## config.mk

```make
export PLATFORM = sky130hd
export DESIGN_NAME = uart_echo_top
export DESIGN_NICKNAME = d
export VERILOG_FILES = /design/src/uart_echo_pkg.sv /design/src/baud_tick_gen.sv /design/src/echo_fifo.sv /design/src/uart_echo_top.sv /design/src/uart_rx.sv /design/src/uart_tx.sv
export VERILOG_INCLUDE_DIRS = /design/src /design/src/src
export SDC_FILE = /design/constraint.sdc
export NUM_CORES = 1
export LEC_CHECK = 0
export BUFFER_PORTS_ARGS = -buffer_cell sky130_fd_sc_hd__buf_2
export CAP_MARGIN = 30
export CORE_MARGIN = 3
export CORE_UTILIZATION = 55
export DETAILED_ROUTE_END_ITERATION = 8
export GPL_TIMING_DRIVEN = 0
export PLACE_DENSITY = 0.71
export REMOVE_ABC_BUFFERS = 1
export SETUP_SLACK_MARGIN = 0.4
export SKIP_CTS_REPAIR_TIMING = 1
export SLEW_MARGIN = 25
export SYNTH_ARGS = -nofsm -noshare
export SYNTH_HDL_FRONTEND = slang
export SYNTH_SLANG_ARGS = --single-unit
```

## constraint.sdc

```tcl
create_clock -name clk -period 3.53 [get_ports clk]
set_input_delay 0.353 -clock clk [delete_from_list [all_inputs] [get_ports clk]]
set_output_delay 0.353 -clock clk [all_outputs]
set_load 0.05 [all_outputs]
```

## src/uart_echo_defs.svh

```systemverilog
`ifndef UART_ECHO_DEFS_SVH
`define UART_ECHO_DEFS_SVH

////////////////////////////////////////////////////////////
// serial timing
////////////////////////////////////////////////////////////

// clk cycles per oversampling tick
`define UART_CLKS_PER_TICK 4

// oversampling ticks per serial bit, 16x
`define UART_TICKS_PER_BIT 16

////////////////////////////////////////////////////////////
// frame and buffer sizes
////////////////////////////////////////////////////////////

`define UART_DATA_BITS 8      // data bits per frame, lsb first
`define UART_FIFO_DEPTH 4     // echo fifo entries

`endif

```

## src/uart_echo_pkg.sv

```systemverilog
`default_nettype none

`include "uart_echo_defs.svh"

package uart_echo_pkg;

	////////////////////////////////////////////////////////////
	// payload
	////////////////////////////////////////////////////////////

	// one data byte, as received or sent
	typedef logic [`UART_DATA_BITS-1:0] uart_byte_t;

	////////////////////////////////////////////////////////////
	// state encodings
	////////////////////////////////////////////////////////////

	typedef enum logic [1:0]
	{
		RX_IDLE  = 2'b00,   // waiting for falling edge
		RX_START = 2'b01,   // counting to mid start bit
		RX_DATA  = 2'b10,   // sampling data bits
		RX_STOP  = 2'b11    // sampling stop bit
	} rx_state_t;

	typedef enum logic [1:0]
	{
		TX_IDLE  = 2'b00,   // line high, waiting for fifo data
		TX_START = 2'b01,
		TX_DATA  = 2'b10,
		TX_STOP  = 2'b11
	} tx_state_t;

endpackage

`default_nettype wire

```

## src/baud_tick_gen.sv

```systemverilog
`timescale 1ns/1ps
`default_nettype none

`include "uart_echo_defs.svh"

module baud_tick_gen
(
	input  logic clk,
	input  logic rst_n,
	output logic tick
);

	localparam int N  = `UART_CLKS_PER_TICK;
	localparam int CW = ($clog2(N) > 0) ? $clog2(N) : 1;   // keep at least one bit

	logic [CW-1:0] clk_cnt;   // shared phase for rx and tx

	// free running divider, wraps at N-1
	always_ff @(posedge clk)
	begin
		if (!rst_n)
		begin
			clk_cnt <= '0;
			tick    <= 1'b0;
		end
		else if (clk_cnt == CW'(N - 1))
		begin
			clk_cnt <= '0;
			tick    <= 1'b1;   // one clock wide
		end
		else
		begin
			clk_cnt <= clk_cnt + 1'b1;
			tick    <= 1'b0;
		end
	end

endmodule

`default_nettype wire

```

## src/echo_fifo.sv

```systemverilog
`timescale 1ns/1ps
`default_nettype none

module echo_fifo
#(
	parameter int DEPTH = 4
)
(
	input  logic                      clk,
	input  logic                      rst_n,
	input  logic                      wr,        // write strobe from rx
	input  uart_echo_pkg::uart_byte_t wr_data,
	input  logic                      rd,        // pop strobe from tx
	output uart_echo_pkg::uart_byte_t rd_data,   // oldest entry
	output logic                      empty,
	output logic                      overrun    // write while full, one clock
);
	import uart_echo_pkg::*;

	localparam int PW = ($clog2(DEPTH) > 0) ? $clog2(DEPTH) : 1;
	localparam int CW = $clog2(DEPTH + 1);

	uart_byte_t    mem [DEPTH];
	logic [PW-1:0] wr_ptr;
	logic [PW-1:0] rd_ptr;
	logic [CW-1:0] count;    // occupancy
	logic          full;
	logic          do_wr;
	logic          do_rd;

	assign full  = (count == CW'(DEPTH));
	assign empty = (count == '0);
	assign do_wr = wr && !full;    // dropped when full
	assign do_rd = rd && !empty;

	////////////////////////////////////////////////////////////
	// pointers and occupancy
	////////////////////////////////////////////////////////////

	always_ff @(posedge clk)
	begin
		if (!rst_n)
		begin
			wr_ptr  <= '0;
			rd_ptr  <= '0;
			count   <= '0;
			overrun <= 1'b0;
		end
		else
		begin
			overrun <= wr && full;   // registered, next cycle
			if (do_wr)
				wr_ptr <= (wr_ptr == PW'(DEPTH - 1)) ? '0 : wr_ptr + 1'b1;
			if (do_rd)
				rd_ptr <= (rd_ptr == PW'(DEPTH - 1)) ? '0 : rd_ptr + 1'b1;
			case ({do_wr, do_rd})
				2'b10:   count <= count + 1'b1;
				2'b01:   count <= count - 1'b1;
				default: count <= count;   // both or neither
			endcase
		end
	end

	// storage
	always_ff @(posedge clk)
	begin
		if (do_wr)
			mem[wr_ptr] <= wr_data;
	end

	assign rd_data = mem[rd_ptr];   // visible the clock after write

	////////////////////////////////////////////////////////////
	// checks
	////////////////////////////////////////////////////////////

	// transmitter must look at empty before popping
	a_no_pop_empty: assert property (@(posedge clk) disable iff (!rst_n)
		rd |-> !empty);

endmodule

`default_nettype wire

```

## src/uart_echo_top.sv

```systemverilog
`timescale 1ns/1ps
`default_nettype none

`include "uart_echo_defs.svh"

module uart_echo_top
(
	input  logic clk,
	input  logic rst_n,
	input  logic rx,          // serial in
	input  logic cts_n,       // flow control, active low
	output logic tx,          // serial echo out
	output logic frame_err,
	output logic overrun
);
	import uart_echo_pkg::*;

	logic       tick;        // shared 16x strobe
	uart_byte_t rx_data;
	logic       rx_done;
	uart_byte_t fifo_data;
	logic       fifo_empty;
	logic       fifo_pop;

	////////////////////////////////////////////////////////////
	// rx -> fifo -> tx
	////////////////////////////////////////////////////////////

	baud_tick_gen u_baud_tick_gen
	(
		.clk   (clk),
		.rst_n (rst_n),
		.tick  (tick)
	);

	uart_rx u_uart_rx
	(
		.clk       (clk),
		.rst_n     (rst_n),
		.tick      (tick),
		.rx        (rx),
		.rx_data   (rx_data),
		.rx_done   (rx_done),
		.frame_err (frame_err)
	);

	echo_fifo #(.DEPTH(`UART_FIFO_DEPTH)) u_echo_fifo
	(
		.clk     (clk),
		.rst_n   (rst_n),
		.wr      (rx_done),
		.wr_data (rx_data),
		.rd      (fifo_pop),
		.rd_data (fifo_data),
		.empty   (fifo_empty),
		.overrun (overrun)
	);

	uart_tx u_uart_tx
	(
		.clk        (clk),
		.rst_n      (rst_n),
		.tick       (tick),
		.cts_n      (cts_n),
		.fifo_data  (fifo_data),
		.fifo_empty (fifo_empty),
		.fifo_pop   (fifo_pop),
		.tx         (tx)
	);

endmodule

`default_nettype wire

```

## src/uart_rx.sv

```systemverilog
`timescale 1ns/1ps
`default_nettype none

`include "uart_echo_defs.svh"

module uart_rx
(
	input  logic                      clk,
	input  logic                      rst_n,
	input  logic                      tick,        // 16x oversampling strobe
	input  logic                      rx,          // async serial in
	output uart_echo_pkg::uart_byte_t rx_data,
	output logic                      rx_done,     // good byte for one clock
	output logic                      frame_err    // stop bit low for one clock
);
	import uart_echo_pkg::*;

	localparam int TPB = `UART_TICKS_PER_BIT;
	localparam int DB  = `UART_DATA_BITS;
	localparam int TW  = $clog2(TPB);
	localparam int BW  = $clog2(DB);

	logic [1:0]    rx_sync;    // two flop synchronizer
	logic          rx_s;
	rx_state_t     state;
	logic [TW-1:0] tick_cnt;
	logic [BW-1:0] bit_cnt;
	uart_byte_t    shift;      // lsb first shift in
	logic          mid_start;  // tick at centre of start bit
	logic          bit_mid;    // tick at centre of a data or stop bit

	////////////////////////////////////////////////////////////
	// input synchronizer
	////////////////////////////////////////////////////////////

	always_ff @(posedge clk)
	begin
		if (!rst_n)
			rx_sync <= 2'b11;   // idle line is high
		else
			rx_sync <= {rx_sync[0], rx};
	end

	assign rx_s = rx_sync[1];

	assign mid_start = tick && (tick_cnt == TW'(TPB / 2 - 1));   // 8th tick
	assign bit_mid   = tick && (tick_cnt == TW'(TPB - 1));       // 16th tick

	////////////////////////////////////////////////////////////
	// frame state machine
	////////////////////////////////////////////////////////////

	always_ff @(posedge clk)
	begin
		if (!rst_n)
		begin
			state     <= RX_IDLE;
			tick_cnt  <= '0;
			bit_cnt   <= '0;
			rx_done   <= 1'b0;
			frame_err <= 1'b0;
		end
		else
		begin
			rx_done   <= 1'b0;   // pulses by default low
			frame_err <= 1'b0;
			if (tick)
			begin
				case (state)
					RX_IDLE:
					begin
						tick_cnt <= '0;
						if (!rx_s)
							state <= RX_START;   // possible start edge
					end
					RX_START:
					begin
						if (mid_start)
						begin
							tick_cnt <= '0;
							bit_cnt  <= '0;
							// line back high at centre means a glitch
							state    <= rx_s ? RX_IDLE : RX_DATA;
						end
						else
							tick_cnt <= tick_cnt + 1'b1;
					end
					RX_DATA:
					begin
						tick_cnt <= tick_cnt + 1'b1;   // wraps at TPB
						if (bit_mid)
						begin
							if (bit_cnt == BW'(DB - 1))
								state <= RX_STOP;
							else
								bit_cnt <= bit_cnt + 1'b1;
						end
					end
					RX_STOP:
					begin
						tick_cnt <= tick_cnt + 1'b1;
						if (bit_mid)
						begin
							state     <= RX_IDLE;
							rx_done   <= rx_s;    // stop high so the byte is good
							frame_err <= !rx_s;   // stop low so the byte is dropped
						end
					end
					default:
						state <= RX_IDLE;
				endcase
			end
		end
	end

	// data shift at each data bit centre
	always_ff @(posedge clk)
	begin
		if (bit_mid && state == RX_DATA)
			shift <= {rx_s, shift[DB-1:1]};
	end

	assign rx_data = shift;   // stable through stop state

	////////////////////////////////////////////////////////////
	// checks
	////////////////////////////////////////////////////////////

	// one outcome per frame with the byte already settled
	a_one_outcome: assert property (@(posedge clk) disable iff (!rst_n)
		(rx_done || frame_err) |-> !(rx_done && frame_err) && $stable(rx_data));

endmodule

`default_nettype wire

```

## src/uart_tx.sv

```systemverilog
`timescale 1ns/1ps
`default_nettype none

`include "uart_echo_defs.svh"

module uart_tx
(
	input  logic                      clk,
	input  logic                      rst_n,
	input  logic                      tick,
	input  logic                      cts_n,        // high holds off new frames
	input  uart_echo_pkg::uart_byte_t fifo_data,
	input  logic                      fifo_empty,
	output logic                      fifo_pop,     // one clock pulse that takes fifo_data
	output logic                      tx            // serial out with idle high
);
	import uart_echo_pkg::*;

	localparam int TPB = `UART_TICKS_PER_BIT;
	localparam int DB  = `UART_DATA_BITS;
	localparam int TW  = $clog2(TPB);
	localparam int BW  = $clog2(DB);

	tx_state_t     state;
	logic [TW-1:0] tick_cnt;
	logic [BW-1:0] bit_cnt;
	uart_byte_t    shift;
	logic          bit_end;    // last tick of current bit
	logic          shift_en;   // move next data bit to the line

	// start only from idle with data and clear to send
	assign fifo_pop = (state == TX_IDLE) && !fifo_empty && !cts_n;

	assign bit_end  = tick && (tick_cnt == TW'(TPB - 1));
	assign shift_en = bit_end &&
		((state == TX_START) || (state == TX_DATA && bit_cnt != BW'(DB - 1)));

	////////////////////////////////////////////////////////////
	// frame state machine
	////////////////////////////////////////////////////////////

	always_ff @(posedge clk)
	begin
		if (!rst_n)
		begin
			state    <= TX_IDLE;
			tick_cnt <= '0;
			bit_cnt  <= '0;
			tx       <= 1'b1;
		end
		else
		begin
			if (tick && state != TX_IDLE)
				tick_cnt <= tick_cnt + 1'b1;   // wraps every bit
			if (shift_en)
				tx <= shift[0];                // lsb first
			case (state)
				TX_IDLE:
				begin
					tick_cnt <= '0;
					bit_cnt  <= '0;
					if (fifo_pop)
					begin
						state <= TX_START;
						tx    <= 1'b0;   // start bit from the next clock
					end
				end
				TX_START:
				begin
					if (bit_end)
						state <= TX_DATA;
				end
				TX_DATA:
				begin
					if (bit_end)
					begin
						if (bit_cnt == BW'(DB - 1))
						begin
							state <= TX_STOP;
							tx    <= 1'b1;   // stop bit
						end
						else
							bit_cnt <= bit_cnt + 1'b1;
					end
				end
				TX_STOP:
				begin
					if (bit_end)
						state <= TX_IDLE;   // may pop again right away
				end
				default:
				begin
					state <= TX_IDLE;
					tx    <= 1'b1;
				end
			endcase
		end
	end

	// load on pop and shift out at each bit boundary
	always_ff @(posedge clk)
	begin
		if (fifo_pop)
			shift <= fifo_data;
		else if (shift_en)
			shift <= shift >> 1;
	end

	////////////////////////////////////////////////////////////
	// checks
	////////////////////////////////////////////////////////////

	// pop only while the line idles high, start bit on the next clock
	a_pop_idle: assert property (@(posedge clk) disable iff (!rst_n)
		fifo_pop |-> tx ##1 !tx);

endmodule

`default_nettype wire

```

======== Word level (Yosys, flattened, before mapping) ========
Memory sizes are Yosys's and may differ from the RTL's. A register that Yosys moved wholly into a read port is not among the register bits.
Cells that the tools add are included.
W data, S select, Z words.
storage, ports and cells
  flip-flop bits (word level) ............. 50
  latch bits .............................. 0
  memory bits (writable) .................. 32
  bits in read-only memories .............. 0
  word-level logic and storage cells ...... 129
  memories ................................ 1
cells by class
  $add $sub $neg .......................... 9
  multipliers ............................. 0
  div/mod/pow operators ................... 0
  magnitude comparators ................... 0
  equality and inequality tests ........... 30
  shift operators ......................... 0
  muxes and demuxes ....................... 37
  bitwise gates (word level) .............. 1
  reduce and logical (&&, ||, !) cells .... 33
memories
  memory           words  bits a word  rd ports  clocked after memory_dff  wr ports  RTL line         text
  u_echo_fifo.mem  4      8            1         1                         1         echo_fifo.sv:23  uart_byte_t mem [DEPTH];
operators with widths
  kind                   number
  $mux W2                15
  $pmux W3 S2            3
  $eq A2 B2 Y1 const B   8
  $mux W8                2
  $pmux W2 S4            2
  $mux W3                5
  $ne A2 B1 Y1 const B   7
  $logic_and A1 B1 Y1    12
  $pmux W4 S3            1
  $ne A2 B2 Y1 const B   5
  $reduce_and A5 Y1      2
  $reduce_bool A2 Y1     5
  $add A3 B1 Y3 const B  3
  $eq A3 B3 Y1 const B   3
  $add A4 B1 Y4 const B  2
  $eq A4 B4 Y1 const B   2
  $mux W1                7
  $add A2 B1 Y2 const B  3
  $eq A2 B1 Y1 const B   3
  $reduce_and A6 Y1      1
  $reduce_or A2 Y1       3
  $eq A4 B3 Y1 const B   1
  $logic_not A1 Y1       4
  $logic_not A2 Y1       2
  other kinds (9)        9

======== Logic depth before layout (Yosys ltp) ========
Gate-level depths: netlist of run 1.
  depth in word-level cells ............... 8
  mapped depth ............................ 10
  mapped depth without buffers ............ 10

======== Cells and area by module ========
A second synthesis of run 1 with hierarchy kept.
unflattened totals
  cells, all modules ...................... 269
  area, all modules ....................... 3637.2 um2
by module, submodules not included
  module         instances  cells an instance  area an instance (um2)
  echo_fifo      1          100                1670.4
  uart_rx        1          80                 940.9
  uart_tx        1          82                 924.6
  baud_tick_gen  1          7                  101.3

======== Worst setup path after synthesis of run 1 ========
OpenSTA, ideal clock, no wires.
  path type ............................... reg2reg
  start ................................... reg u_uart_tx.state[0]
  end ..................................... reg u_echo_fifo.count[2]
  setup time .............................. 72 ps
  arrival ................................. 2068 ps
  required time ........................... 3458 ps
  slack ................................... 1390 ps
  cell stages (with the launch flop) ...... 11
  buffers on the path ..................... 0
  clock period less this slack ............ 2140 ps
  cells stage by stage .................... dfxtp_1 inv_1 ha_1 nand2_1 clkinv_1 ha_1 inv_1 fa_1 xor2_1 or3_1 a21oi_1
on the way
  word-level cells in the longest chain between the ends .. 6
ends and longest elaborated chain
  what                                               RTL line         text
  start, declared                                    uart_tx.sv:24    tx_state_t state;
  start signal, assigned                             uart_tx.sv:46    state <= TX_IDLE;
  start signal, assigned                             uart_tx.sv:64    state <= TX_START;
  start signal, assigned                             uart_tx.sv:71    state <= TX_DATA;
  $logic_not A2 Y1 *                                 uart_tx.sv:32    assign fifo_pop = (state == TX_IDLE) && !fifo_empty && !cts_n;
  $logic_and A1 B1 Y1 * (2 in a row)                 uart_tx.sv:32
  $logic_and A1 B1 Y1 *                              echo_fifo.sv:34  assign do_rd = rd && !empty;
  via u_echo_fifo.do_rd                              echo_fifo.sv:29  logic do_rd;
  $eq A2 B1 Y1 or $eq A2 B2 Y1 (tied branches)       echo_fifo.sv:56  case ({do_wr, do_rd})
  $pmux W3 S2 or $reduce_bool A2 Y1 (tied branches)  n/a
  end signal, assigned                               echo_fifo.sv:57  2'b10: count <= count + 1'b1;
  end signal, assigned                               echo_fifo.sv:58  2'b01: count <= count - 1'b1;
  end signal, assigned                               echo_fifo.sv:59  default: count <= count;
  end, declared                                      echo_fifo.sv:26  logic [CW-1:0] count;
Mark *: on every way through the listed nets, which the timed path passes. The rest lies on a longest branch.
A chain may end at the register's enable or synchronous reset.

======== Worst setup path in the final report of run 1 ========
  start ................................... reg u_uart_tx.state[1]
  end ..................................... reg u_echo_fifo.count[2]
The elaborated chain is that of the path after synthesis.

==> out/metrics.cfg, run 1 <==
[outcome]
status = completed

[cells_and_area]
fillers = 495
area_growth_syn_to_layout_pct = 8.747
regArea_sq_um = 2162
stdcell_count = 373
final_nets = 315
multi_input_area_sq_um = 1216
diodes = 0
drive_gt1_frac = 0.1107

[synthesis]
synth_area_leader_cell = edfxtp_1
ys_top_cells_by_area = edfxtp_1, dfxtp_1, ha_1
muxShareOfSynthArea = 0.07199
synth_top_family_by_area = simple AND/OR/NAND/NOR gates
synth_top_area_frac = 0.4147
syn_area_per_cell_sq_um = 12.24
yosysWarnings = 0
ys_seq_elements = 84
syn_area_sq_um = 3476
netlist_instances = 284
synthXorXnorAreaFrac = 0.01512
synth_adder_area_share = 0.06695
synth_cell_type_count = 35
synth_compound_area_frac = 0.05436
yosysSeqAreaShare = 0.6220
yosys.area_share.simple = 0.1415

[cts]
cts_tree = done
clkSinkCount = 84
clkTransAtPathRegs_ns = 0.08
htree_levels = 3
clock_latency_ns = 0.35
cts_root_buffer = clkbuf_8
cts_buffers = 9
clk_path_buf_depth = 2

[global_routing]
antenna_found_initial = 0
grt_usage = 0.1667
grt-ovfl-total = 0
grt_pass1_vias = 2086
grt_pass1_wl_um = 9328
grt_max_degree = 20

[sta]
hold_violations = 0
rsz0062_at_grt = no
tightest_slew_ns = 0.7219
fin_tns_setup_ns = 0
period_share = 0.7670
slew_viol_final = 0
min_period_ns = 2.708
timing.fmax_mhz = 369.3
setup_violations = 0
slew_headroom = 0.5169
finClkSkew_ns = 0.009131

[floorplan]
die_area_sq_um = 7309
initial_core_util = 0.5768
die_w_um = 85.50
pin_count = 7
core_area_sq_um = 6026
core.rowCount = 28
die_h_um = 85.50

[routing]
ant_nets = 0
via_per_inst = 5.386
vias = 2009
wl_um = 5215
firstDrtPassIters = 4
drc = 0
drtIter0Drc = 122
routedWlPerCell_um = 13.98

[place]
place_hpwl_um = 3480
place_congestion = 0.7603
io_buffers = 6
place_inst = 357

[setup_path]
path_max_fanout = 12
path_class = reg2reg
worstPathArrival_ns = 2.97
cp-start-kind = register
required_ns = 3.79
end_kind = register

[pwr]
pwr_density_cell_nw_per_um2 = 488.8
power.leakage_nw = 1.376
max-vdd-ir-drop_uv = 279.1

[flow_run]
maxCapViolations = 0

[min_path]
hold_class = in2reg

## report_power, final
part           internal [mW]  switching [mW]  total, mW  leakage (nW)
Combinational         0.0289          0.0469     0.0758         0.548
Clock                  0.400           0.332      0.731         0.106
Sequential              1.03         0.00881       1.04         0.722
Total                   1.46           0.387       1.85          1.38
## final cells by class
cell class | count | share of cell area
sequential | 84 | 0.5720
multi-input combinational | 176 | 0.3217
inverter | 16 | 0.01589
clock buffer | 10 | 0.03376
timing repair buffer | 6 | 0.007944
tap | 75 | 0.02483
clock inverter | 6 | 0.02383
## critical path, cell delays in order (launching register included)
cell      delay, ns
dfxtp_1        0.33
inv_1          0.09
ha_1           0.29
nand2_1        0.28
clkinv_1       0.30
ha_1           0.23
inv_1          0.07
fa_1           0.42
xor2_1         0.16
or3_1          0.30
a21oi_1        0.14
## state kept, by name, indices dropped and copies added (netlist names), 3 cells and up, named ones only
register            count
u_echo_fifo.mem        32
u_uart_tx.shift         8
u_uart_tx.tick_cnt      4
u_echo_fifo.count       3
u_uart_rx.bit_cnt       3
u_uart_tx.bit_cnt       3
u_uart_rx.tick_cnt      4
u_uart_rx.rx_data       8
## per-layer routing
layer,routed length (um),vias up,GRT usage
met3,152,14,0.03650
li1,-,1023,-
met4,163,0,0.1108
met5,0,-,0
met2,2266,28,0.2415
met1,2633,944,0.2265
## layout by cell type, fill, tap and decap left out, types with 2 or more instances in the layout
cell       netlist  layout
o21ai_0          9       9
ha_1            17      17
clkbuf_8         0       9
xnor2_1          2       2
nand2_1         38      38
and3_1           7       7
inv_1           14      14
nand4_1          2       2
o22ai_1          2       2
nand2b_1         6       6
nor3b_1          2       2
clkinv_1         2       2
mux2i_1          7       7
o21ai_2          2       2
mux4_2           8       8
nor2_1          23      23
or3_1            3       3
and2_1           5       5
edfxtp_1        48      48
buf_2            3       6
xor2_1           4       4
dfxtp_1         36      36
clkinv_4         0       2
nor3_1           6       6
bufinv_16        0       2
a21oi_1         16      16
nand3_1          8       8
## cell usage after synthesis
master and count:
a211oi_1 1, a21oi_1 16, a311o_1 1, and2_1 5, and3_1 7, and4_4 1
buf_2 3, buf_4 1, clkbuf_1 4, clkinv_1 2, dfxtp_1 36, edfxtp_1 48
fa_1 1, ha_1 17, inv_1 14, mux2i_1 7, mux4_2 8, nand2_1 38
nand2b_1 6, nand3_1 8, nand3b_1 1, nand4_1 2, nor2_1 23, nor2b_1 1
nor3_1 6, nor3b_1 2, o21a_1 1, o21ai_0 9, o21ai_2 2, o22ai_1 2
o32ai_1 1, or3_1 3, or3b_2 1, xnor2_1 2, xor2_1 4
## through the flow
step                area, sq um  hold slack, ns  total power [mW]  setup slack [ns]  utilization
finish                     3780          0.1971             1.848            0.8224       0.6273
global route               3780          0.2067             1.924            0.5874       0.6273
CTS                        3780          0.1799             1.872            0.8014       0.6273
detailed placement         3562          0.4010             1.140            0.8469       0.5912
global placement           3562          0.3887             1.136            0.8584       0.5912
floorplan                  3438          0.3863             1.118             1.214            -
## logic make-up after synthesis
kind of cell,after synthesis
fa+ha+maj,18
flops,84
simple gates,104
xor+xnor,6
buf+inv,24
compound gates,33
mux,15
## final timing paths
kind                                       endpoint  cells past startpoint  slack (ns)                            start
setup / recovery  u_echo_fifo.count[2]$_SDFFE_PN0P_                     10        0.82  u_uart_tx.state[1]$_SDFFE_PN0P_
hold / removal      u_uart_rx.rx_sync[0]$_SDFF_PN1_                      2        0.20                               rx
hold reg to reg     u_uart_rx.rx_sync[1]$_SDFF_PN1_                      1        0.41  u_uart_rx.rx_sync[0]$_SDFF_PN1_
setup reg to reg  u_echo_fifo.count[2]$_SDFFE_PN0P_                     10        0.82  u_uart_tx.state[1]$_SDFFE_PN0P_
No activity file was read; power rests on OpenSTA's default activity.
==> run 2, diff against run 1 <==
--- a/config.mk
+++ b/config.mk
@@ -6,6 +6,7 @@
 export SDC_FILE = /design/constraint.sdc
 export NUM_CORES = 1
 export LEC_CHECK = 0
+export ABC_AREA = 1
 export BUFFER_PORTS_ARGS = -buffer_cell sky130_fd_sc_hd__buf_2
 export CAP_MARGIN = 30
 export CORE_MARGIN = 3
==> constraint.sdc (replaced) <==
create_clock -name clk -period 2.5 [get_ports clk]
set_input_delay 0.25 -clock clk [delete_from_list [all_inputs] [get_ports clk]]
set_output_delay 0.25 -clock clk [all_outputs]
set_load 0.05 [all_outputs]
==> run 2 against run 1 <==
Effect of this change:
- sequential cell count unchanged
- routed wire length increased by 16%
- worst setup slack got worse by 0.39 ns
- sequential power increased by 39%
- area after synthesis increased by 2.0%
- core utilization increased by 1.0 points
- sequential share of layout area decreased by 1.5 points
- fmax increased by 31%
- critical endpoint unchanged
- largest cell class unchanged
==> out/metrics.cfg, run 2 <==
[setup_path]
path_max_fanout = 5
path_class = reg2reg
r2r_start = u_uart_tx.state[0]$_SDFFE_PN0P_
ff2ff_path_depth = 13
cp-start-kind = register
required_ns = 2.73
cpLargestDelayFamily = adder cells
end_kind = register
worstPathArrival_ns = 2.30
path_cells = inv_2 -> ha_4 -> inv_2 -> nor2_4 -> nand2_4 -> inv_8 -> ha_1 -> inv_1 -> fa_1 -> a21oi_1 -> o21ai_1 -> o21ai_1 -> a21oi_1
worst_path_max_delay_cell = fa_1
crit_end = u_echo_fifo.count[2]$_SDFFE_PN0P_
cp-startpoint = u_uart_tx.state[0]$_SDFFE_PN0P_
r2r-end = u_echo_fifo.count[2]$_SDFFE_PN0P_
reg2reg_slack_ns = 0.43
cp.depth = 13
slowest_delay_ns = 0.45
path_buf_inv = 4

[routing]
drtIter0Drc = 100
drc = 0
firstDrtPassIters = 4
routedWlPerCell_um = 13.69
wl_um = 6025
ant_nets = 0
vias = 2297
via_per_inst = 5.220

[sta]
fin_tns_setup_ns = 0
timing.fmax_mhz = 483.9
period_share = 0.8267
tightest_slew_ns = 0.8296
slew_viol_final = 0
finClkSkew_ns = 0.01087
slew_headroom = 0.4449
rsz0062_at_grt = yes
setup_violations = 0
hold_violations = 0
min_period_ns = 2.067

[synthesis]
ys_seq_elements = 84
synth_async_sr_flop_share = 0
synthTopCellsByCount = nor2_1, nand2_1, edfxtp_1
synth_cell_type_count = 36
synth.most_common_cell = nor2_1
yosysSeqAreaShare = 0.6100
synth_top_area_frac = 0.4066
yosys_most_used_dff = edfxtp_1
syn_area_sq_um = 3545
netlist_instances = 346
synth_area_leader_cell = edfxtp_1
syn_area_per_cell_sq_um = 10.24
synth-edff-count = 48
ys_top_cells_by_area = edfxtp_1, dfxtp_1, ha_1
yosysWarnings = 0

[cells_and_area]
final_nets = 382
diodes = 0
drive_gt1_frac = 0.1507
largest_reg_flops = 32
area_growth_syn_to_layout_pct = 9.636
final_cell_mix = nor2_1, nand2_1, edfxtp_1
post-route-cell-area_sq_um = 3886
final_common_cell = nor2_1
top_register = u_echo_fifo.mem

[min_path]
hold_class = in2reg

[floorplan]
initial_core_util = 0.5815
die_h_um = 86.28
die_w_um = 86.28
pin_count = 7
core_area_sq_um = 6096
die_area_sq_um = 7444
core.rowCount = 28

[place]
place_area_sq_um = 3615
place_congestion = 0.8032
io_buffers = 6
place_hpwl_um = 4090

[global_routing]
grt_pass1_wl_um = 10190
grt_max_degree = 21
grt-ovfl-total = 0
grt_usage = 0.1778
antenna_found_initial = 0
grt_pass1_vias = 2218

[flow_run]
maxCapViolations = 0

[cts]
cts_buffers = 9
clock_latency_ns = 0.35
htree_levels = 3
cts_tree = done
clkSinkCount = 84
cts_root_buffer = clkbuf_8
clkTransAtPathRegs_ns = 0.07
clk_path_buf_depth = 2

[pwr]
max-vdd-ir-drop_uv = 512.1
power.leakage_nw = 1.465
pwr_density_cell_nw_per_um2 = 616.4

[outcome]
status = completed

## run 2: cell types whose count changed after synthesis, sizes merged, moves of 4 or more
| cell | delta |
|---|---|
| buf | +4 |
| nand3 | +8 |
| nor3 | -5 |
| mux2i | -7 |
| nor2 | +38 |
| nand2b | -6 |
| and2 | -5 |
| mux4 | -8 |
| o21ai | +20 |
| and3 | -7 |
| o22ai | +5 |
| nand2 | +16 |
| inv | +16 |
## run 2: cells by family (layout without fill, tap and decap cells)
family / Yosys count / count (layout) / share of synthesized area
AND/OR/NAND/NOR: 140 / 140 / 0.1705
XOR/XNOR: 3 / 3 / 0.007414
flip-flops: 84 / 84 / 0.6100
adder cells (fa/ha/maj): 18 / 18 / 0.06565
AO/OA/AOI/OAI: 61 / 61 / 0.09849
buffers and inverters: 40 / 59 / 0.04800
## run 2: metal layers
metal	part of all wire	GRT usage	wire length, um	vias to the layer above
li1	-	-	-	1202
met3	0.029	0.03422	176	11
met4	0.019	0.08924	113	0
met5	0	0	0	-
met1	0.48	0.2265	2883	1056
met2	0.47	0.2908	2851	28
## run 2: per-stage QoR
stage	total power, mW	setup WS, ns	utilization	instances	hold WS (ns)
after floorplan	1.501	0.2214	-	337	0.3435
after global placement	1.511	-0.1069	0.5930	418	0.3984
after detailed placement	1.513	-0.2016	0.5930	418	0.3995
after CTS	2.417	-0.2231	0.6232	434	0.07967
after global routing	2.489	0.3394	0.6375	440	0.09618
final	2.395	0.4333	0.6375	440	0.09918
## run 2: final cells by class
cell class / instances / area, sq um
Timing Repair Buffer: 12 / 75.07
Sequential cell: 84 / 2165
Clock inverter: 5 / 52.55
Clock buffer: 11 / 131.4
Tap cell: 75 / 93.84
Inverter: 31 / 123.9
Fill cell: 493 / 2210
Multi-Input combinational cell: 222 / 1245
## run 2: worst register-to-register path, cell delays in order, from the launching register on
cell and delay, ns:
dfxtp_2 0.34, inv_2 0.08, ha_4 0.16, inv_2 0.06
nor2_4 0.09, nand2_4 0.08, inv_8 0.07, ha_1 0.13
inv_1 0.07, fa_1 0.45, a21oi_1 0.15, o21ai_1 0.09
o21ai_1 0.12, a21oi_1 0.05
## run 2: report_power, final
part | switching, mW | leakage, nW | total, mW | internal [mW]
registers | 0.00476 | 0.697 | 1.45 | 1.45
logic | 0.0174 | 0.675 | 0.0280 | 0.0106
clock network | 0.455 | 0.0931 | 0.913 | 0.457
## run 2: worst min-delay path by stage
stage / from / to / slack (ns) / cells after the start
after floorplan: rst_n / u_baud_tick_gen.tick$_SDFF_PN0_ / 0.34 / 2
after global placement: u_uart_rx.rx_sync[0]$_SDFF_PN1_ / u_uart_rx.rx_sync[1]$_SDFF_PN1_ / 0.40 / 1
after detailed placement: u_uart_rx.rx_sync[0]$_SDFF_PN1_ / u_uart_rx.rx_sync[1]$_SDFF_PN1_ / 0.40 / 1
after CTS: rx / u_uart_rx.rx_sync[0]$_SDFF_PN1_ / 0.08 / 2
after global routing: rx / u_uart_rx.rx_sync[0]$_SDFF_PN1_ / 0.1 / 2
final: rx / u_uart_rx.rx_sync[0]$_SDFF_PN1_ / 0.1 / 2
